<file path="src/design/phy_failover_pkg.sv">
`default_nettype none

package phy_failover_pkg;

	// One MDIO management frame, sent MSB first
	typedef union packed {
		logic [31:0] raw;
		struct packed {
			logic [1:0]  start;
			logic [1:0]  op;
			logic [4:0]  phy_addr;
			logic [4:0]  reg_addr;
			logic [1:0]  turnaround;
			logic [15:0] data;
		} fields;
	} mdio_frame_t;

	localparam logic [1:0] MDIO_START   = 2'b01;
	localparam logic [1:0] MDIO_OP_READ = 2'b10;
	localparam logic [1:0] MDIO_TA      = 2'b10;

	// PHY specific status register
	localparam logic [4:0] STATUS_REG = 5'd17;

	localparam logic [1:0] SPEED_10   = 2'b00;
	localparam logic [1:0] SPEED_100  = 2'b01;
	localparam logic [1:0] SPEED_1000 = 2'b10;

	// Bit positions in the status word, speed is 15:14
	localparam int STAT_LINK_BIT   = 10;
	localparam int STAT_DUPLEX_BIT = 13;
	localparam int STAT_SPEED_MSB  = 15;

	// MDC cycles of ones ahead of each frame
	localparam int PREAMBLE_LEN = 32;

endpackage

`default_nettype wire
</file>
<file path="src/design/phy_status_if.sv">
`default_nettype none

interface phy_status_if;
	logic       poll;
	logic       done;
	logic       link_up;
	logic [1:0] speed;
	logic       duplex;

	modport poller (
		input  poll,
		output done,
		output link_up,
		output speed,
		output duplex
	);

	modport selector (
		output poll,
		input  done,
		input  link_up,
		input  speed,
		input  duplex
	);
endinterface

`default_nettype wire

</file>
<file path="src/design/phy_failover_top.sv">
`default_nettype none

module phy_failover_top #(
	parameter logic [4:0] PHY_ADDR = 5'd0,
	parameter int         MDC_DIV  = 8
) (
	input  wire        clk,
	input  wire        reset,
	output logic [1:0] speed_o,
	output logic       full_duplex_o,
	output logic       link_up_o,
	output logic       active_port_o,
	output logic       link_change_o,
	output logic       phy0_up_o,
	output logic [1:0] phy0_speed_o,
	output logic       phy1_up_o,
	output logic [1:0] phy1_speed_o,
	// MAC side
	output logic [7:0] rxd_o,
	output logic       rx_dv_o,
	output logic       rx_er_o,
	output logic       crs_o,
	output logic       col_o,
	input  wire  [7:0] txd_i,
	input  wire        tx_en_i,
	input  wire        tx_er_i,
	// PHY 0
	input  wire  [7:0] phy0_rxd_i,
	input  wire        phy0_rx_dv_i,
	input  wire        phy0_rx_er_i,
	input  wire        phy0_crs_i,
	input  wire        phy0_col_i,
	output logic [7:0] phy0_txd_o,
	output logic       phy0_tx_en_o,
	output logic       phy0_tx_er_o,
	output logic       phy0_mdc_o,
	input  wire        phy0_mdio_i,
	output logic       phy0_mdio_o,
	output logic       phy0_mdio_oe_o,
	// PHY 1
	input  wire  [7:0] phy1_rxd_i,
	input  wire        phy1_rx_dv_i,
	input  wire        phy1_rx_er_i,
	input  wire        phy1_crs_i,
	input  wire        phy1_col_i,
	output logic [7:0] phy1_txd_o,
	output logic       phy1_tx_en_o,
	output logic       phy1_tx_er_o,
	output logic       phy1_mdc_o,
	input  wire        phy1_mdio_i,
	output logic       phy1_mdio_o,
	output logic       phy1_mdio_oe_o
);
	phy_status_if p0_stat ();
	phy_status_if p1_stat ();

	// Each PHY sits on its own MDIO bus
	phy_status_poller #(
		.PHY_ADDR(PHY_ADDR),
		.MDC_DIV (MDC_DIV)
	) poller0_i (
		.clk      (clk),
		.reset    (reset),
		.stat     (p0_stat.poller),
		.mdc_o    (phy0_mdc_o),
		.mdio_i   (phy0_mdio_i),
		.mdio_o   (phy0_mdio_o),
		.mdio_oe_o(phy0_mdio_oe_o)
	);

	phy_status_poller #(
		.PHY_ADDR(PHY_ADDR),
		.MDC_DIV (MDC_DIV)
	) poller1_i (
		.clk      (clk),
		.reset    (reset),
		.stat     (p1_stat.poller),
		.mdc_o    (phy1_mdc_o),
		.mdio_i   (phy1_mdio_i),
		.mdio_o   (phy1_mdio_o),
		.mdio_oe_o(phy1_mdio_oe_o)
	);

	failover_selector selector_i (
		.clk          (clk),
		.reset        (reset),
		.p0           (p0_stat.selector),
		.p1           (p1_stat.selector),
		.active_port_o(active_port_o),
		.link_up_o    (link_up_o),
		.speed_o      (speed_o),
		.full_duplex_o(full_duplex_o),
		.link_change_o(link_change_o),
		.phy0_up_o    (phy0_up_o),
		.phy0_speed_o (phy0_speed_o),
		.phy1_up_o    (phy1_up_o),
		.phy1_speed_o (phy1_speed_o)
	);

	// GMII port names match the top level one to one
	gmii_port_steer steer_i (
		.select_i(active_port_o),
		.*
	);
endmodule

`default_nettype wire

</file>
<file path="src/design/gmii_port_steer.sv">
`default_nettype none

module gmii_port_steer (
	input  wire        clk,
	input  wire        reset,
	input  wire        select_i,
	output logic [7:0] rxd_o,
	output logic       rx_dv_o,
	output logic       rx_er_o,
	output logic       crs_o,
	output logic       col_o,
	input  wire  [7:0] txd_i,
	input  wire        tx_en_i,
	input  wire        tx_er_i,
	input  wire  [7:0] phy0_rxd_i,
	input  wire        phy0_rx_dv_i,
	input  wire        phy0_rx_er_i,
	input  wire        phy0_crs_i,
	input  wire        phy0_col_i,
	output logic [7:0] phy0_txd_o,
	output logic       phy0_tx_en_o,
	output logic       phy0_tx_er_o,
	input  wire  [7:0] phy1_rxd_i,
	input  wire        phy1_rx_dv_i,
	input  wire        phy1_rx_er_i,
	input  wire        phy1_crs_i,
	input  wire        phy1_col_i,
	output logic [7:0] phy1_txd_o,
	output logic       phy1_tx_en_o,
	output logic       phy1_tx_er_o
);
	always_ff @(posedge clk or posedge reset) begin
		if (reset) begin
			rxd_o        <= '0;
			rx_dv_o      <= 1'b0;
			rx_er_o      <= 1'b0;
			crs_o        <= 1'b0;
			col_o        <= 1'b0;
			phy0_txd_o   <= '0;
			phy0_tx_en_o <= 1'b0;
			phy0_tx_er_o <= 1'b0;
			phy1_txd_o   <= '0;
			phy1_tx_en_o <= 1'b0;
			phy1_tx_er_o <= 1'b0;
		end else begin
			rxd_o   <= select_i ? phy1_rxd_i : phy0_rxd_i;
			rx_dv_o <= select_i ? phy1_rx_dv_i : phy0_rx_dv_i;
			rx_er_o <= select_i ? phy1_rx_er_i : phy0_rx_er_i;
			crs_o   <= select_i ? phy1_crs_i : phy0_crs_i;
			col_o   <= select_i ? phy1_col_i : phy0_col_i;
			// Idle port sees an all-zero transmit side
			phy0_txd_o   <= select_i ? 8'h00 : txd_i;
			phy0_tx_en_o <= !select_i && tx_en_i;
			phy0_tx_er_o <= !select_i && tx_er_i;
			phy1_txd_o   <= select_i ? txd_i : 8'h00;
			phy1_tx_en_o <= select_i && tx_en_i;
			phy1_tx_er_o <= select_i && tx_er_i;
		end
	end
endmodule

`default_nettype wire

</file>
<file path="src/design/failover_selector.sv">
`default_nettype none

module failover_selector (
	input  wire              clk,
	input  wire              reset,
	phy_status_if.selector   p0,
	phy_status_if.selector   p1,
	output logic             active_port_o,
	output logic             link_up_o,
	output logic [1:0]       speed_o,
	output logic             full_duplex_o,
	output logic             link_change_o,
	output logic             phy0_up_o,
	output logic [1:0]       phy0_speed_o,
	output logic             phy1_up_o,
	output logic [1:0]       phy1_speed_o
);
	localparam logic [2:0] S_IDLE   = 3'd0;
	localparam logic [2:0] S_POLL   = 3'd1;
	localparam logic [2:0] S_WAIT   = 3'd2;
	localparam logic [2:0] S_LATCH  = 3'd3;
	localparam logic [2:0] S_SELECT = 3'd4;

	logic [2:0] state;
	logic [2:0] state_nxt;
	logic       got0;
	logic       got1;
	logic       both_done;
	logic       phy0_duplex;
	logic       phy1_duplex;
	logic       nxt_port;
	logic       nxt_up;
	logic [1:0] nxt_speed;
	logic       nxt_duplex;

	// Both pollers start together
	assign p0.poll   = (state == S_POLL);
	assign p1.poll   = (state == S_POLL);
	assign both_done = (got0 | p0.done) & (got1 | p1.done);

	always_comb begin
		case (state)
			S_IDLE:  state_nxt = S_POLL;
			S_POLL:  state_nxt = S_WAIT;
			S_WAIT:  state_nxt = both_done ? S_LATCH : S_WAIT;
			S_LATCH: state_nxt = S_SELECT;
			default: state_nxt = S_IDLE;
		endcase
	end

	// Port 0 always wins when it is up
	always_comb begin
		nxt_up   = link_up_o;
		nxt_port = active_port_o;
		if (link_up_o) begin
			if (!phy0_up_o && !phy1_up_o) begin
				nxt_up   = 1'b0;
				nxt_port = 1'b0;
			end else if (active_port_o && phy0_up_o) begin
				nxt_port = 1'b0;
			end else if (!active_port_o && !phy0_up_o) begin
				nxt_port = 1'b1;
			end
		end else if (phy0_up_o) begin
			nxt_up   = 1'b1;
			nxt_port = 1'b0;
		end else if (phy1_up_o) begin
			nxt_up   = 1'b1;
			nxt_port = 1'b1;
		end
		if (!nxt_up) begin
			nxt_speed  = 2'b00;
			nxt_duplex = 1'b0;
		end else if (nxt_port) begin
			nxt_speed  = phy1_speed_o;
			nxt_duplex = phy1_duplex;
		end else begin
			nxt_speed  = phy0_speed_o;
			nxt_duplex = phy0_duplex;
		end
	end

	always_ff @(posedge clk or posedge reset) begin
		if (reset) begin
			state         <= S_IDLE;
			got0          <= 1'b0;
			got1          <= 1'b0;
			phy0_up_o     <= 1'b0;
			phy0_speed_o  <= phy_failover_pkg::SPEED_1000;
			phy0_duplex   <= 1'b1;
			phy1_up_o     <= 1'b0;
			phy1_speed_o  <= phy_failover_pkg::SPEED_1000;
			phy1_duplex   <= 1'b1;
			active_port_o <= 1'b0;
			link_up_o     <= 1'b0;
			speed_o       <= 2'b00;
			full_duplex_o <= 1'b0;
			link_change_o <= 1'b0;
		end else begin
			state         <= state_nxt;
			link_change_o <= 1'b0;
			if (state == S_POLL) begin
				got0 <= 1'b0;
				got1 <= 1'b0;
			end else begin
				if (p0.done)
					got0 <= 1'b1;
				if (p1.done)
					got1 <= 1'b1;
			end
			if (state == S_LATCH) begin
				phy0_up_o    <= p0.link_up;
				phy0_speed_o <= p0.speed;
				phy0_duplex  <= p0.duplex;
				phy1_up_o    <= p1.link_up;
				phy1_speed_o <= p1.speed;
				phy1_duplex  <= p1.duplex;
			end
			if (state == S_SELECT) begin
				active_port_o <= nxt_port;
				link_up_o     <= nxt_up;
				speed_o       <= nxt_speed;
				full_duplex_o <= nxt_duplex;
				link_change_o <= (nxt_port != active_port_o) || (nxt_up != link_up_o) ||
					(nxt_speed != speed_o) || (nxt_duplex != full_duplex_o);
			end
		end
	end
endmodule

`default_nettype wire

</file>
<file path="src/design/phy_status_poller.sv">
`default_nettype none

module phy_status_poller #(
	parameter logic [4:0] PHY_ADDR = 5'd0,
	parameter int         MDC_DIV  = 2
) (
	input  wire                 clk,
	input  wire                 reset,
	phy_status_if.poller        stat,
	output logic                mdc_o,
	input  wire                 mdio_i,
	output logic                mdio_o,
	output logic                mdio_oe_o
);
	phy_failover_pkg::mdio_frame_t frame;
	logic [15:0]                   rd_data;
	logic                          sh_done;

	// Read of the status register, data slot left at zero
	always_comb begin
		frame.fields.start      = phy_failover_pkg::MDIO_START;
		frame.fields.op         = phy_failover_pkg::MDIO_OP_READ;
		frame.fields.phy_addr   = PHY_ADDR;
		frame.fields.reg_addr   = phy_failover_pkg::STATUS_REG;
		frame.fields.turnaround = phy_failover_pkg::MDIO_TA;
		frame.fields.data       = '0;
	end

	mdio_shifter #(
		.MDC_DIV(MDC_DIV)
	) shifter_i (
		.clk      (clk),
		.reset    (reset),
		.start_i  (stat.poll),
		.frame_i  (frame),
		.mdc_o    (mdc_o),
		.mdio_i   (mdio_i),
		.mdio_o   (mdio_o),
		.mdio_oe_o(mdio_oe_o),
		.rd_data_o(rd_data),
		.done_o   (sh_done)
	);

	always_ff @(posedge clk or posedge reset) begin
		if (reset) begin
			stat.done    <= 1'b0;
			stat.link_up <= 1'b0;
			stat.speed   <= phy_failover_pkg::SPEED_1000;
			stat.duplex  <= 1'b1;
		end else begin
			stat.done <= sh_done;
			// Decode once per completed read
			if (sh_done) begin
				stat.link_up <= rd_data[phy_failover_pkg::STAT_LINK_BIT];
				stat.duplex  <= rd_data[phy_failover_pkg::STAT_DUPLEX_BIT];
				stat.speed   <= rd_data[phy_failover_pkg::STAT_SPEED_MSB -: 2];
			end
		end
	end
endmodule

`default_nettype wire

</file>
<file path="src/design/mdio_shifter.sv">
`default_nettype none

module mdio_shifter #(
	parameter int MDC_DIV = 2
) (
	input  wire                           clk,
	input  wire                           reset,
	input  wire                           start_i,
	input  phy_failover_pkg::mdio_frame_t frame_i,
	output logic                          mdc_o,
	input  wire                           mdio_i,
	output logic                          mdio_o,
	output logic                          mdio_oe_o,
	output logic [15:0]                   rd_data_o,
	output logic                          done_o
);
	localparam int DIV_W = $clog2(MDC_DIV + 1);
	localparam logic [DIV_W-1:0] DIV_MAX = DIV_W'(MDC_DIV - 1);

	// Bit positions counted from the first preamble bit
	localparam logic [5:0] FRAME_FIRST = 6'(phy_failover_pkg::PREAMBLE_LEN);
	localparam logic [5:0] OE_END      = 6'(phy_failover_pkg::PREAMBLE_LEN + 14);
	localparam logic [5:0] DATA_FIRST  = 6'(phy_failover_pkg::PREAMBLE_LEN + 16);
	localparam logic [5:0] LAST_BIT    = 6'(phy_failover_pkg::PREAMBLE_LEN + 31);

	logic             busy;
	logic [DIV_W-1:0] div_cnt;
	logic [5:0]       bit_cnt;
	logic [5:0]       bit_nxt;
	logic [31:0]      tx_sr;
	logic             tick;
	logic             rise;
	logic             fall;

	assign tick    = busy && (div_cnt == DIV_MAX);
	assign rise    = tick && !mdc_o;
	assign fall    = tick && mdc_o;
	assign bit_nxt = bit_cnt + 6'd1;

	always_ff @(posedge clk or posedge reset) begin
		if (reset) begin
			busy      <= 1'b0;
			div_cnt   <= '0;
			bit_cnt   <= '0;
			mdc_o     <= 1'b0;
			mdio_o    <= 1'b1;
			mdio_oe_o <= 1'b0;
			done_o    <= 1'b0;
		end else begin
			done_o <= 1'b0;
			if (!busy) begin
				if (start_i) begin
					busy      <= 1'b1;
					div_cnt   <= '0;
					bit_cnt   <= '0;
					mdc_o     <= 1'b0;
					mdio_o    <= 1'b1;
					mdio_oe_o <= 1'b1;
				end
			end else if (tick) begin
				div_cnt <= '0;
				mdc_o   <= !mdc_o;
				// Output bits move on the falling edge
				if (mdc_o) begin
					if (bit_cnt == LAST_BIT) begin
						busy   <= 1'b0;
						done_o <= 1'b1;
						mdio_o <= 1'b1;
					end else begin
						bit_cnt   <= bit_nxt;
						mdio_oe_o <= (bit_nxt < OE_END);
						if (bit_nxt >= FRAME_FIRST)
							mdio_o <= tx_sr[31];
					end
				end
			end else begin
				div_cnt <= div_cnt + DIV_W'(1);
			end
		end
	end

	always_ff @(posedge clk) begin
		if (!busy && start_i)
			tx_sr <= frame_i.raw;
		else if (fall && bit_nxt >= FRAME_FIRST)
			tx_sr <= {tx_sr[30:0], 1'b0};
		// Read data sampled on rising MDC
		if (rise && bit_cnt >= DATA_FIRST)
			rd_data_o <= {rd_data_o[14:0], mdio_i};
	end
endmodule

`default_nettype wire

</file>
<file path="config.mk">
export PLATFORM = sky130hd
export DESIGN_NAME = phy_failover_top
export DESIGN_NICKNAME = d
export VERILOG_FILES = /design/src/design/phy_failover_pkg.sv /design/src/design/phy_status_if.sv /design/src/design/phy_failover_top.sv /design/src/design/gmii_port_steer.sv /design/src/design/failover_selector.sv /design/src/design/phy_status_poller.sv /design/src/design/mdio_shifter.sv
export SDC_FILE = /design/constraint.sdc
export NUM_CORES = 1
export LEC_CHECK = 0
export BUFFER_PORTS_ARGS = -buffer_cell sky130_fd_sc_hd__buf_4
export CORE_AREA = 2 2 103 105
export CTS_CLUSTER_DIAMETER = 80
export CTS_CLUSTER_SIZE = 20
export DETAILED_ROUTE_END_ITERATION = 10
export DIE_AREA = 0 0 105 107
export GPL_TIMING_DRIVEN = 0
export PLACE_DENSITY = 0.82
export SLEW_MARGIN = 20
export SYNTH_ARGS = -nofsm -noshare
export SYNTH_HDL_FRONTEND = slang
export SYNTH_SLANG_ARGS = --single-unit
</file>
<file path="constraint.sdc">
create_clock -name clk -period 5.33 [get_ports clk]
set_input_delay 0 -clock clk [delete_from_list [all_inputs] [get_ports clk]]
set_output_delay 0 -clock clk [all_outputs]
set_load 0.01 [all_outputs]
</file>
==> results.md, run 1 <==
* Netlist Area Pre-Place at 0.005923 sq mm
* Simple-Gate Fraction of Synth Area at 0.1356
* Clock-pin slew on the worst setup and hold paths at 0.06 ns
* Final wirelength at 13.44 mm
* Gpl congestion at 0.8963
* # fillers at between 500 and 600
* Die Ht at 107 um
* Number of routed nets with antenna violations at 0
* Core area at 0.01009 sq mm
* DR DRC count at 0
* Sequential fraction of the synthesis area at 0.6502
* Internal power at 1964 uW
* Ratio of cells with drive above 1 in the final layout at 0.2573
* Vias in the first global route at 4517
* Worst Setup End Kind: flip-flop
* P&R area growth vs syn at 31.20%
* Library cells used by synthesis at 55
* Maximum root-to-sink buffer count at 2
* Vias at about 4400
* Largest net degree at the start of global routing at 57
* Cells after Synth at ~490
* PwrDens at 319.9 mW/mm^2
* Avg Vias per Cell at 5.591
* Synth Area in Compound Gates at 0.09485
* Reg area at 0.003851 sq mm
* Reg2reg setup slack at 2.98 ns
* Fin. Hold Viols at 0
* Share of total power in sequential cells at 0.482
* Post-synth EDFFs at 32
* H-tree depth at 4
* #FFs+latches synth at 153
* Setup CP Type: flip-flop to flip-flop
* Mapped Nets at around 540
* Max VDD drop at 0.2272 mV
* Total Negative Setup Slacks at 0 ns
* Required time worst endpoint at 5.73 ns
* Initial Util at 0.5869
* Die W at 105 um
* Dpl cells at 720
* Crit path DAT at roughly 2.8 ns
* Max Freq at 424.7 MHz
* Final Critical Period at 2.354 ns
* TritonRoute pass-1 iters at 5
* CTS tree: built
* Nets@finish at 682
* Initial DRC Count at 270
* Antenna diodes at 0
* Ys async rst share at 0.5948
* # clock sinks at about 150
* Clock Skew at 0.008890 ns
* Synth Area per Inst at 12.01 sq um
* Synth Area in XOR/XNOR at 0.01035
* Period utilisation layout at 0.4417
* Slew @ Worst Pin at 0.9412 ns
* Synth area leader: dfrtp_1
* Switching part of the total at 0.2099
* RSZ-0062 raised after global routing: false
* Initial antenna violation count at 0
* First-pass GRT wire length at 22.45 mm
* Total track usage at 0.2583
* CP Launch Type: flip-flop
* Comb power frac at 0.035
* Peak fanout along the critical path at 10
* Main combinational cell family by area after synthesis: simple AND/OR/NAND/NOR gates
* Setup Buffers After CTS at 0
* Ports at 88
* Post-synth top area share at 0.3422
* Sw Pwr at 521.8 uW
* I/O Buffers at 87
* Multi-input logic area at 0.001944 sq mm
* HP Class: primary input to async pin
* YS warnings at 0
* Std cell rows at 37
* GRT overflow at 0
* Lkg Pwr at between 0.003 and 0.004 uW
* Wirelength per Cell at 17.03 um
* Die area at 0.01124 sq mm
* Root Driver: clkbuf_8
* Main synth FF type: dfrtp_1
* Top cells by area, synth: dfrtp_1 34%, edfxtp_1 16%, dfxtp_1 10%
* Detailed placer's ending HPWL at around 7.9 mm
* Multiplexer share of the synthesized area at 0.07710
* CTS buffer count at 17
* Fin. max-slew vios at 0
* Clock Latency Late Sink at ~0.53 ns
* Synth Area in Adders at 0.008450
* Max cap viols at 0
* Clock power frac at 0.483
* Non-Filler Instances at 789
* Max_slew headroom at 0.3709
* Status: complete, no violations
* Final Setup Violations at 0
worst max-delay path: stages (launching register included):
cell and delay [ns]:
dfrtp_1 0.39, clkbuf_1 0.35, clkbuf_1 0.50, mux2_2 0.41, dlygate4sd3_1 0.58
power groups by stage:
| stage | Combinational [uW] | Sequential (uW) | Clock [uW] |
|---|---|---|---|
| 4_1_cts | 85.0 | 1200 | 1210 |
| 6_report | 86.7 | 1200 | 1200 |
| 3_5_place_dp | 63.7 | 1220 | 0 |
| 5_1_grt | 94.1 | 1200 | 1260 |
| 2_1_floorplan | 16.5 | 1230 | 0 |
| 3_3_place_gp | 58.6 | 1220 | 0 |
worst paths after layout:
kind / depth (start not counted) / end / startpoint
max in group asynchronous: 4 / selector_i.phy1_duplex / reset
max: 4 / steer_i.rxd_o[6] / selector_i.active_port_o
min: 3 / steer_i.rxd_o[6] / reset
min reg2reg: 0 / poller0_i.shifter_i.rd_data_o[10] / poller0_i.shifter_i.rd_data_o[9]
min in group clk: 2 / poller0_i.shifter_i.rd_data_o[0] / phy0_mdio_i
max reg2reg: 4 / steer_i.rxd_o[6] / selector_i.active_port_o
state kept, by name (all words and copies together), names as in the netlist, 2 cells and up:
register                       cells
poller0_i.shifter_i.rd_data_o     16
poller1_i.shifter_i.rd_data_o     16
poller0_i.shifter_i.tx_sr         15
poller1_i.shifter_i.tx_sr         15
steer_i.phy0_txd_o                 8
steer_i.phy1_txd_o                 8
steer_i.rxd_o                      8
poller0_i.shifter_i.bit_cnt        6
poller1_i.shifter_i.bit_cnt        6
poller0_i.shifter_i.div_cnt        4
poller1_i.shifter_i.div_cnt        4
selector_i.state                   3
poller0_i.stat.speed               2
poller1_i.stat.speed               2
selector_i.phy0_speed_o            2
selector_i.phy1_speed_o            2
selector_i.speed_o                 2
cells in the mapped netlist, types with 3 or more instances:
cell type,number
dfxtp_1,30
xnor2_1,4
dfstp_2,10
nor2_1,31
o21ai_0,20
inv_1,16
nor3_1,6
nand3_1,14
clkbuf_1,13
a22o_1,3
ha_1,4
mux2_2,21
o31ai_1,3
a22oi_1,4
dfrtp_1,81
a31oi_1,5
a211oi_1,8
xor2_1,3
nor2b_1,11
and2_1,14
edfxtp_1,32
nand2_1,69
nor3b_1,3
o211ai_1,6
a21oi_1,19
mux2i_1,22
cells in the final DEF, fill, tap and decap left out, types with 3 or more instances in the layout:
master,n
nand3_1,14
buf_2,4
clkbuf_16,16
xnor2_1,4
a211oi_1,8
o31ai_1,3
o211ai_1,6
mux2i_1,22
a31oi_1,5
edfxtp_1,32
dfstp_2,10
nor2b_1,11
xor2_1,3
inv_1,15
nand2_1,69
dfrtp_1,81
clkbuf_1,14
clkinv_4,5
bufinv_16,3
a22oi_1,4
a21oi_1,19
dlygate4sd3_1,37
and2_1,14
a22o_1,3
clkinvlp_4,3
mux2_2,21
nor3_1,6
nor2_1,31
dfxtp_1,30
ha_1,4
buf_4,87
o21ai_0,20
layout make-up:
class / count / share of cell area
plain buffers: 17 / 0.009660
clock buffers: 18 / 0.05378
clock inverters: 14 / 0.02238
inverters: 17 / 0.008533
multi-input cells: 306 / 0.2502
flip-flops and latches: 153 / 0.4956
well taps: 136 / 0.02190
repair buffers: 128 / 0.1380
kinds of logic after synthesis:
group,count (synthesis)
AOI/OAI and AO/OA,86
DFF,153
and+or+nand+nor,166
buffers and inverters,34
adders and majority gates,4
muxes,43
xor gates and xnor gates,7
layer usage:
metal  routed length [um]  GRT usage  vias to the layer above
li1                     -          -                     2036
met3                  785    0.07234                       23
met2                 6889     0.4490                      179
met4                  274    0.08286                        0
met1                 5488     0.3136                     2173
met5                    0          0                        -
repair_timing:
item,in CTS,in global routing
endpoints found under the hold margin,117,0
resized for setup,0,0
hold buffers,37,0
through the flow:
| stage | worst slack, ns | util | cell area (sq um) | hold WS [ns] | total power (uW) |
|---|---|---|---|---|---|
| floorplan | 2.458 | - | 5923 | 0.09887 | 1243 |
| global placement | 1.662 | 0.6685 | 6746 | 0.1793 | 1280 |
| detailed placement | 2.985 | 0.6747 | 6809 | 0.06411 | 1286 |
| CTS | 2.963 | 0.7700 | 7771 | 0.06305 | 2489 |
| global route | 2.853 | 0.7700 | 7771 | 0.09676 | 2556 |
| finish | 2.976 | 0.7700 | 7771 | 0.05910 | 2486 |
(Power assumes the default switching activity.)
==> inputs of run 2 (changes only) <==
--- a/config.mk
+++ b/config.mk
@@ -6,13 +6,13 @@
 export NUM_CORES = 1
 export LEC_CHECK = 0
 export BUFFER_PORTS_ARGS = -buffer_cell sky130_fd_sc_hd__buf_4
-export CORE_AREA = 2 2 103 105
+export CORE_AREA = 2 2 106 108
 export CTS_CLUSTER_DIAMETER = 80
 export CTS_CLUSTER_SIZE = 20
 export DETAILED_ROUTE_END_ITERATION = 10
-export DIE_AREA = 0 0 105 107
+export DIE_AREA = 0 0 108 110
 export GPL_TIMING_DRIVEN = 0
-export PLACE_DENSITY = 0.82
+export PLACE_DENSITY = 0.78
 export SLEW_MARGIN = 20
 export SYNTH_ARGS = -nofsm -noshare
 export SYNTH_HDL_FRONTEND = slang
==> constraint.sdc (replaced) <==
create_clock -name clk -period 2.45 [get_ports clk]
set_input_delay 0 -clock clk [delete_from_list [all_inputs] [get_ports clk]]
set_output_delay 0 -clock clk [all_outputs]
set_load 0.01 [all_outputs]
==> run 2 against run 1 <==
Net effect:
- critical path type unchanged
- final area fell by 0.21%
- clock skew barely moved
- largest power group unchanged
- first-iteration DRC count fell by 22%
- hold slack improved by 0.0064 ns
- via count fell by 3.3%
==> results.md, run 2 (synthesis results as in run 1) <==
* Status: complete, no violations
* P&R area growth vs syn at 30.93%
* Antenna diodes at 0
* # clock sinks at 153
* Peak fanout along the critical path at 8
* Final wirelength at 12.56 mm
* CTS tree: built
* PwrDens at around 680 mW/mm^2
* Setup crit start: poller1_i.shifter_i.bit_cnt[0]
* Reg2reg setup slack at 0.16 ns
* Core Util, Final at 0.7249
* Final Setup Violations at 0
* Ratio of cells with drive above 1 in the final layout at 0.2550
* Max Freq at 436.4 MHz
* Setup Buffers After CTS at 0
* H-tree depth at 4
* Slew @ Worst Pin at just over 0.9 ns
* Clock-pin slew on the worst setup and hold paths at 0.07 ns
* CTS buffer count at 17
* Crit path DAT at about 2.7 ns
* DR DRC count at 0
* Final Critical Period at 2.291 ns
* Period utilisation layout at 0.9352
* Total track usage at 0.2270
* Number of routed nets with antenna violations at 0
* R2r startpoint: poller1_i.shifter_i.bit_cnt[0]
* RSZ-0062 raised after global routing: false
* TritonRoute pass-1 iters at 4
* Root Driver: clkbuf_8
* Design Area, Final at 0.007755 sq mm
* Max cap viols at 0
* Core area at 0.01070 sq mm
* Dpl cells at 722
* Non-Filler Instances at roughly 790
* Max_slew headroom at 0.3948
* Worst Setup End Kind: flip-flop
* Initial DRC Count at 211
* Vias in the first global route at 4227
* HP Class: primary input to async pin
* Hold_ws at approximately 0.066 ns
* Wirelength per Cell at 15.88 um
* Detailed placer's ending HPWL at 7.701 mm
* Die W at 108 um
* Commonest non-fill, non-tap cells in the layout: 87 x buf_4, 81 x dfrtp_1, 69 x nand2_1
* Nets@finish at 680
* Required time worst endpoint at 2.86 ns
* Std cell rows at 38
* I/O Buffers at 87
* Die area at between 0.01 and 0.015 sq mm
* Gpl congestion at 0.8157
* Fin. Hold Viols at 0
* Total Negative Setup Slacks at 0 ns
* Largest net degree at the start of global routing at 54
* CP Launch Type: flip-flop
* Biggest regs: poller0_i.shifter_i.rd_data_o x16, poller1_i.shifter_i.rd_data_o x16
* Die Ht at 110 um
* Lkg Pwr at 0.003414 uW
* Max VDD drop at 0.5054 mV
* GRT overflow at 0
* Avg Vias per Cell at between 5 and 6
* Clock Latency Late Sink at between 0.5 and 0.6 ns
* Initial antenna violation count at 0
* Ports at between 80 and 90
* Setup CP Type: flip-flop to flip-flop
* Maximum root-to-sink buffer count at 2
* Initial Util at 0.5537
* Leading cell type in the layout, fill and taps excluded: buf_4
* Clock Skew at 0.008919 ns
* First-pass GRT wire length at 20.55 mm
* Placed Area at 0.006813 sq mm
* Fin. max-slew vios at 0
* Vias at 4267
-- run 2: critical path, cell delays in order (launching register included) --
cell and delay (ns):
dfrtp_1 0.43, ha_1 0.32, and4_2 0.30, a211oi_1 0.64
a21oi_1 0.14, a311o_1 0.34
-- run 2: path summary, 6_finish.rpt --
path                                                endpoint  cells past startpoint
min reg2reg                poller1_i.shifter_i.rd_data_o[12]                      0
max in group asynchronous         poller0_i.shifter_i.mdio_o                      4
max reg2reg                   poller1_i.shifter_i.bit_cnt[5]                      5
min in group clk            poller0_i.shifter_i.rd_data_o[0]                      2
min                                         steer_i.rxd_o[5]                      3
max                           poller1_i.shifter_i.bit_cnt[5]                      5
-- run 2: metrics by stage --
step                setup WS [ns]  total power [uW]
global placement          -0.8749              2786
detailed placement         0.1592              2795
floorplan                  0.1029              2704
CTS                        0.1111              5283
global route             0.004673              5423
finish                     0.1588              5258
-- run 2: routing by layer --
metal / share of wire / global-route usage
met1: 0.42 / 0.2651
met2: 0.50 / 0.3962
met3: 0.060 / 0.06232
met4: 0.022 / 0.09707
met5: 0 / 0
-- run 2: final cells by class --
cell class	instances	area [sq um]
Multi-Input combinational cell	306	1959
Clock buffer	17	414.1
Clock inverter	15	150.1
Timing Repair Buffer	126	1062
Buffer	17	76.32
Tap cell	140	175.2
Inverter	17	66.31
Sequential cell	153	3851
Fill cell	648	2943
-- run 2: what timing repair did --
item                       4_1_cts  5_1_grt
gates resized for setup          0        2
setup endpoints to repair        0        5
hold buffers                    37        0
hold endpoints to repair       116        0
-- run 2: power by group --
| group | internal (uW) | switching [uW] |
|---|---|---|
| Combinational | 114 | 73.6 |
| Clock | 1440 | 1020 |
| Sequential | 2600 | 6.70 |
| Total | 4160 | 1100 |
==> inputs of run 3 (changes only) <==
--- a/config.mk
+++ b/config.mk
@@ -6,13 +6,13 @@
 export NUM_CORES = 1
 export LEC_CHECK = 0
 export BUFFER_PORTS_ARGS = -buffer_cell sky130_fd_sc_hd__buf_4
-export CORE_AREA = 2 2 106 108
+export CORE_AREA = 2 2 106 149
 export CTS_CLUSTER_DIAMETER = 80
 export CTS_CLUSTER_SIZE = 20
 export DETAILED_ROUTE_END_ITERATION = 10
-export DIE_AREA = 0 0 108 110
+export DIE_AREA = 0 0 108 151
 export GPL_TIMING_DRIVEN = 0
-export PLACE_DENSITY = 0.78
+export PLACE_DENSITY = 0.59
 export SLEW_MARGIN = 20
 export SYNTH_ARGS = -nofsm -noshare
 export SYNTH_HDL_FRONTEND = slang
==> run 3 against run 2 <==
Net effect:
- setup slack worse by 0.011 ns
- combinational power about the same
- core utilization shrank 20 points
- die area grew 37%
- first-iteration DRC count down 26%
- register-to-register slack hardly changed
- cell count up 6.6%
- hold slack better by 0.16 ns
- global-route usage is 7.0 points lower
- clock power rose by 4%
- power is 2.0% higher
- wire length shrank 3.1%
- critical endpoint is now steer_i.rxd_o[4]
- largest cell class unchanged
- largest power group unchanged
==> results.md, run 3 (synthesis results as in run 1) <==
* Initial DRC Count at 156
* Die W at 108 um
* Final wirelength at approximately 12 mm
* PwrDens at 683.9 mW/mm^2
* Status: complete, no violations
* Required time worst endpoint at 2.74 ns
* Fin. max-slew vios at 0
* Worst-path cell chain: clkbuf_1, clkbuf_1, mux2_2, dlygate4sd3_1
* Placed Area at 0.006880 sq mm
* CTS tree: built
* Pre-CTS WS at 0.1921 ns
* Vias at 4170
* Total track usage at 0.1573
* Sw Pwr at 1157 uW
* DR DRC count at 0
* Max_slew headroom at 0.3495
* CTS buffer count at 17
* Crit path buf inv count at 3
* Most common cell on crit path: clkbuf_1
* Root Driver: clkbuf_16
* Gpl congestion at between 0.8 and 0.9
* Core area at 0.01492 sq mm
* Share of total power in sequential cells at 0.486
* CP Launch Type: flip-flop
* Maximum root-to-sink buffer count at 2
* Ports at 88
* Crit path DAT at 2.59 ns
* H-tree depth at 4
* Wirelength per Cell at 14.43 um
* Initial Util at 0.3970
* Clock Skew at 0.01065 ns
* Reg2reg setup slack at 0.15 ns
* Initial antenna violation count at 0
* # clock sinks at 153
* Clock-pin slew on the worst setup and hold paths at 0.06 ns
* Period utilisation layout at 0.9398
* Avg Vias per Cell at 4.947
* GRT overflow at 0
* Setup CP Type: flip-flop to flip-flop
* Detailed placer's ending HPWL at 8.087 mm
* Ratio of cells with drive above 1 in the final layout at 0.2581
* Crit path max-delay cell type: dlygate4sd3_1
* HP Class: primary input to async pin
* Biggest regs: poller0_i.shifter_i.rd_data_o x16, poller1_i.shifter_i.rd_data_o x16
* TritonRoute pass-1 iters at 4
* Nets@finish at 680
* Final Critical Period at 2.303 ns
* Max cap viols at 0
* Vias in the first global route at ~4300
* Die area at 0.01631 sq mm
* Slew @ Worst Pin at 0.9732 ns
* # fillers at 1266
* Lkg Pwr at 0.003434 uW
* Comb power frac at 0.034
* Peak fanout along the critical path at 10
* P&R area growth vs syn at 32.36%
* Setup Buffers After CTS at 0
* Leading cell type in the layout, fill and taps excluded: buf_4
* Final Setup Violations at 0
* Clock power frac at 0.479
* Std cell rows at 53
* Max Freq at 434.3 MHz
* Clock Latency Late Sink at about 0.41 ns
* I/O Buffers at 87
* Fin. Hold Viols at 0
* Internal power at 4204 uW
* First-pass GRT wire length at 20.14 mm
* Final setup margin at 0.1474 ns
* Largest stage delay on the critical path at roughly 0.56 ns
* Antenna diodes at 0
* Largest net degree at the start of global routing at 50
* Worst Setup End Kind: flip-flop
* Critical path's top delay family: buffers and inverters
* Number of routed nets with antenna violations at 0
* Die Ht at 151 um
* RSZ-0062 raised after global routing: false
* Switching part of the total at 0.2159
* Design Area, Final at roughly 0.0078 sq mm
* Max VDD drop at 0.3253 mV
* Commonest non-fill, non-tap cells in the layout: 88 x buf_4, 81 x dfrtp_1, 69 x nand2_1
-- run 3: final cells by class --
class                   instances  area (sq um)  share of cell area
multi-input cells             306          1964              0.2506
repair buffers                126          1059              0.1350
inverters                      17         66.31            0.008458
clock buffers                  19         454.2             0.05793
plain buffers                  17         75.07            0.009575
flip-flops and latches        153          3851              0.4912
well taps                     192         240.2             0.03064
clock inverters                13         130.1             0.01660
-- run 3: per-layer routing --
metal | share of wire | vias up | GRT usage
met3 | 0.044 | 10 | 0.04346
met4 | 0.011 | 0 | 0.06090
li1 | - | 2036 | -
met2 | 0.52 | 104 | 0.2755
met5 | 0 | - | 0
met1 | 0.43 | 2020 | 0.1820
-- run 3: power by group through the flow --
stage                     registers [uW]  logic, uW  clock network, uW
after floorplan                     2670       35.9                  0
after global placement              2660        130                  0
after detailed placement            2660        138                  0
after CTS                           2610        185               2630
after global routing                2610        203               2750
final                               2610        184               2570
-- run 3: final timing paths --
path,to,startpoint,depth (start not counted)
hold reg to reg,poller0_i.shifter_i.rd_data_o[12],poller0_i.shifter_i.rd_data_o[11],0
min in group clk,poller1_i.shifter_i.rd_data_o[0],phy1_mdio_i,2
max in group asynchronous,poller1_i.stat.duplex,reset,4
hold / removal,steer_i.phy1_txd_o[3],reset,3
setup / recovery,steer_i.rxd_o[4],selector_i.active_port_o,4
setup reg to reg,steer_i.rxd_o[4],selector_i.active_port_o,4
-- run 3: metrics by stage --
stage / cells / utilization / hold WS [ns] / TNS [ns] / power, uW
after floorplan: 493 / - / 0.09887 / 0 / 2704
after global placement: 772 / 0.4576 / 0.1795 / -84.31 / 2787
after detailed placement: 774 / 0.4611 / 0.1042 / 0 / 2796
after CTS: 843 / 0.5251 / 0.2145 / 0 / 5426
after global routing: 843 / 0.5255 / 0.2755 / 0 / 5560
final: 843 / 0.5255 / 0.2299 / 0 / 5361
-- run 3: worst register-to-register path, delay by kind of cell, from the launching register on --
kind	cells	cell delay, ns
buffers and inverters	3	1.43
multiplexers	1	0.41
flip-flops	1	0.35
-- run 3: timing repair --
| action | in CTS | in global routing |
|---|---|---|
| endpoints found under the hold margin | 74 | 0 |
| endpoints found under the setup margin | 0 | 12 |
| gates resized for setup | 0 | 1 |
| hold buffers | 37 | 0 |
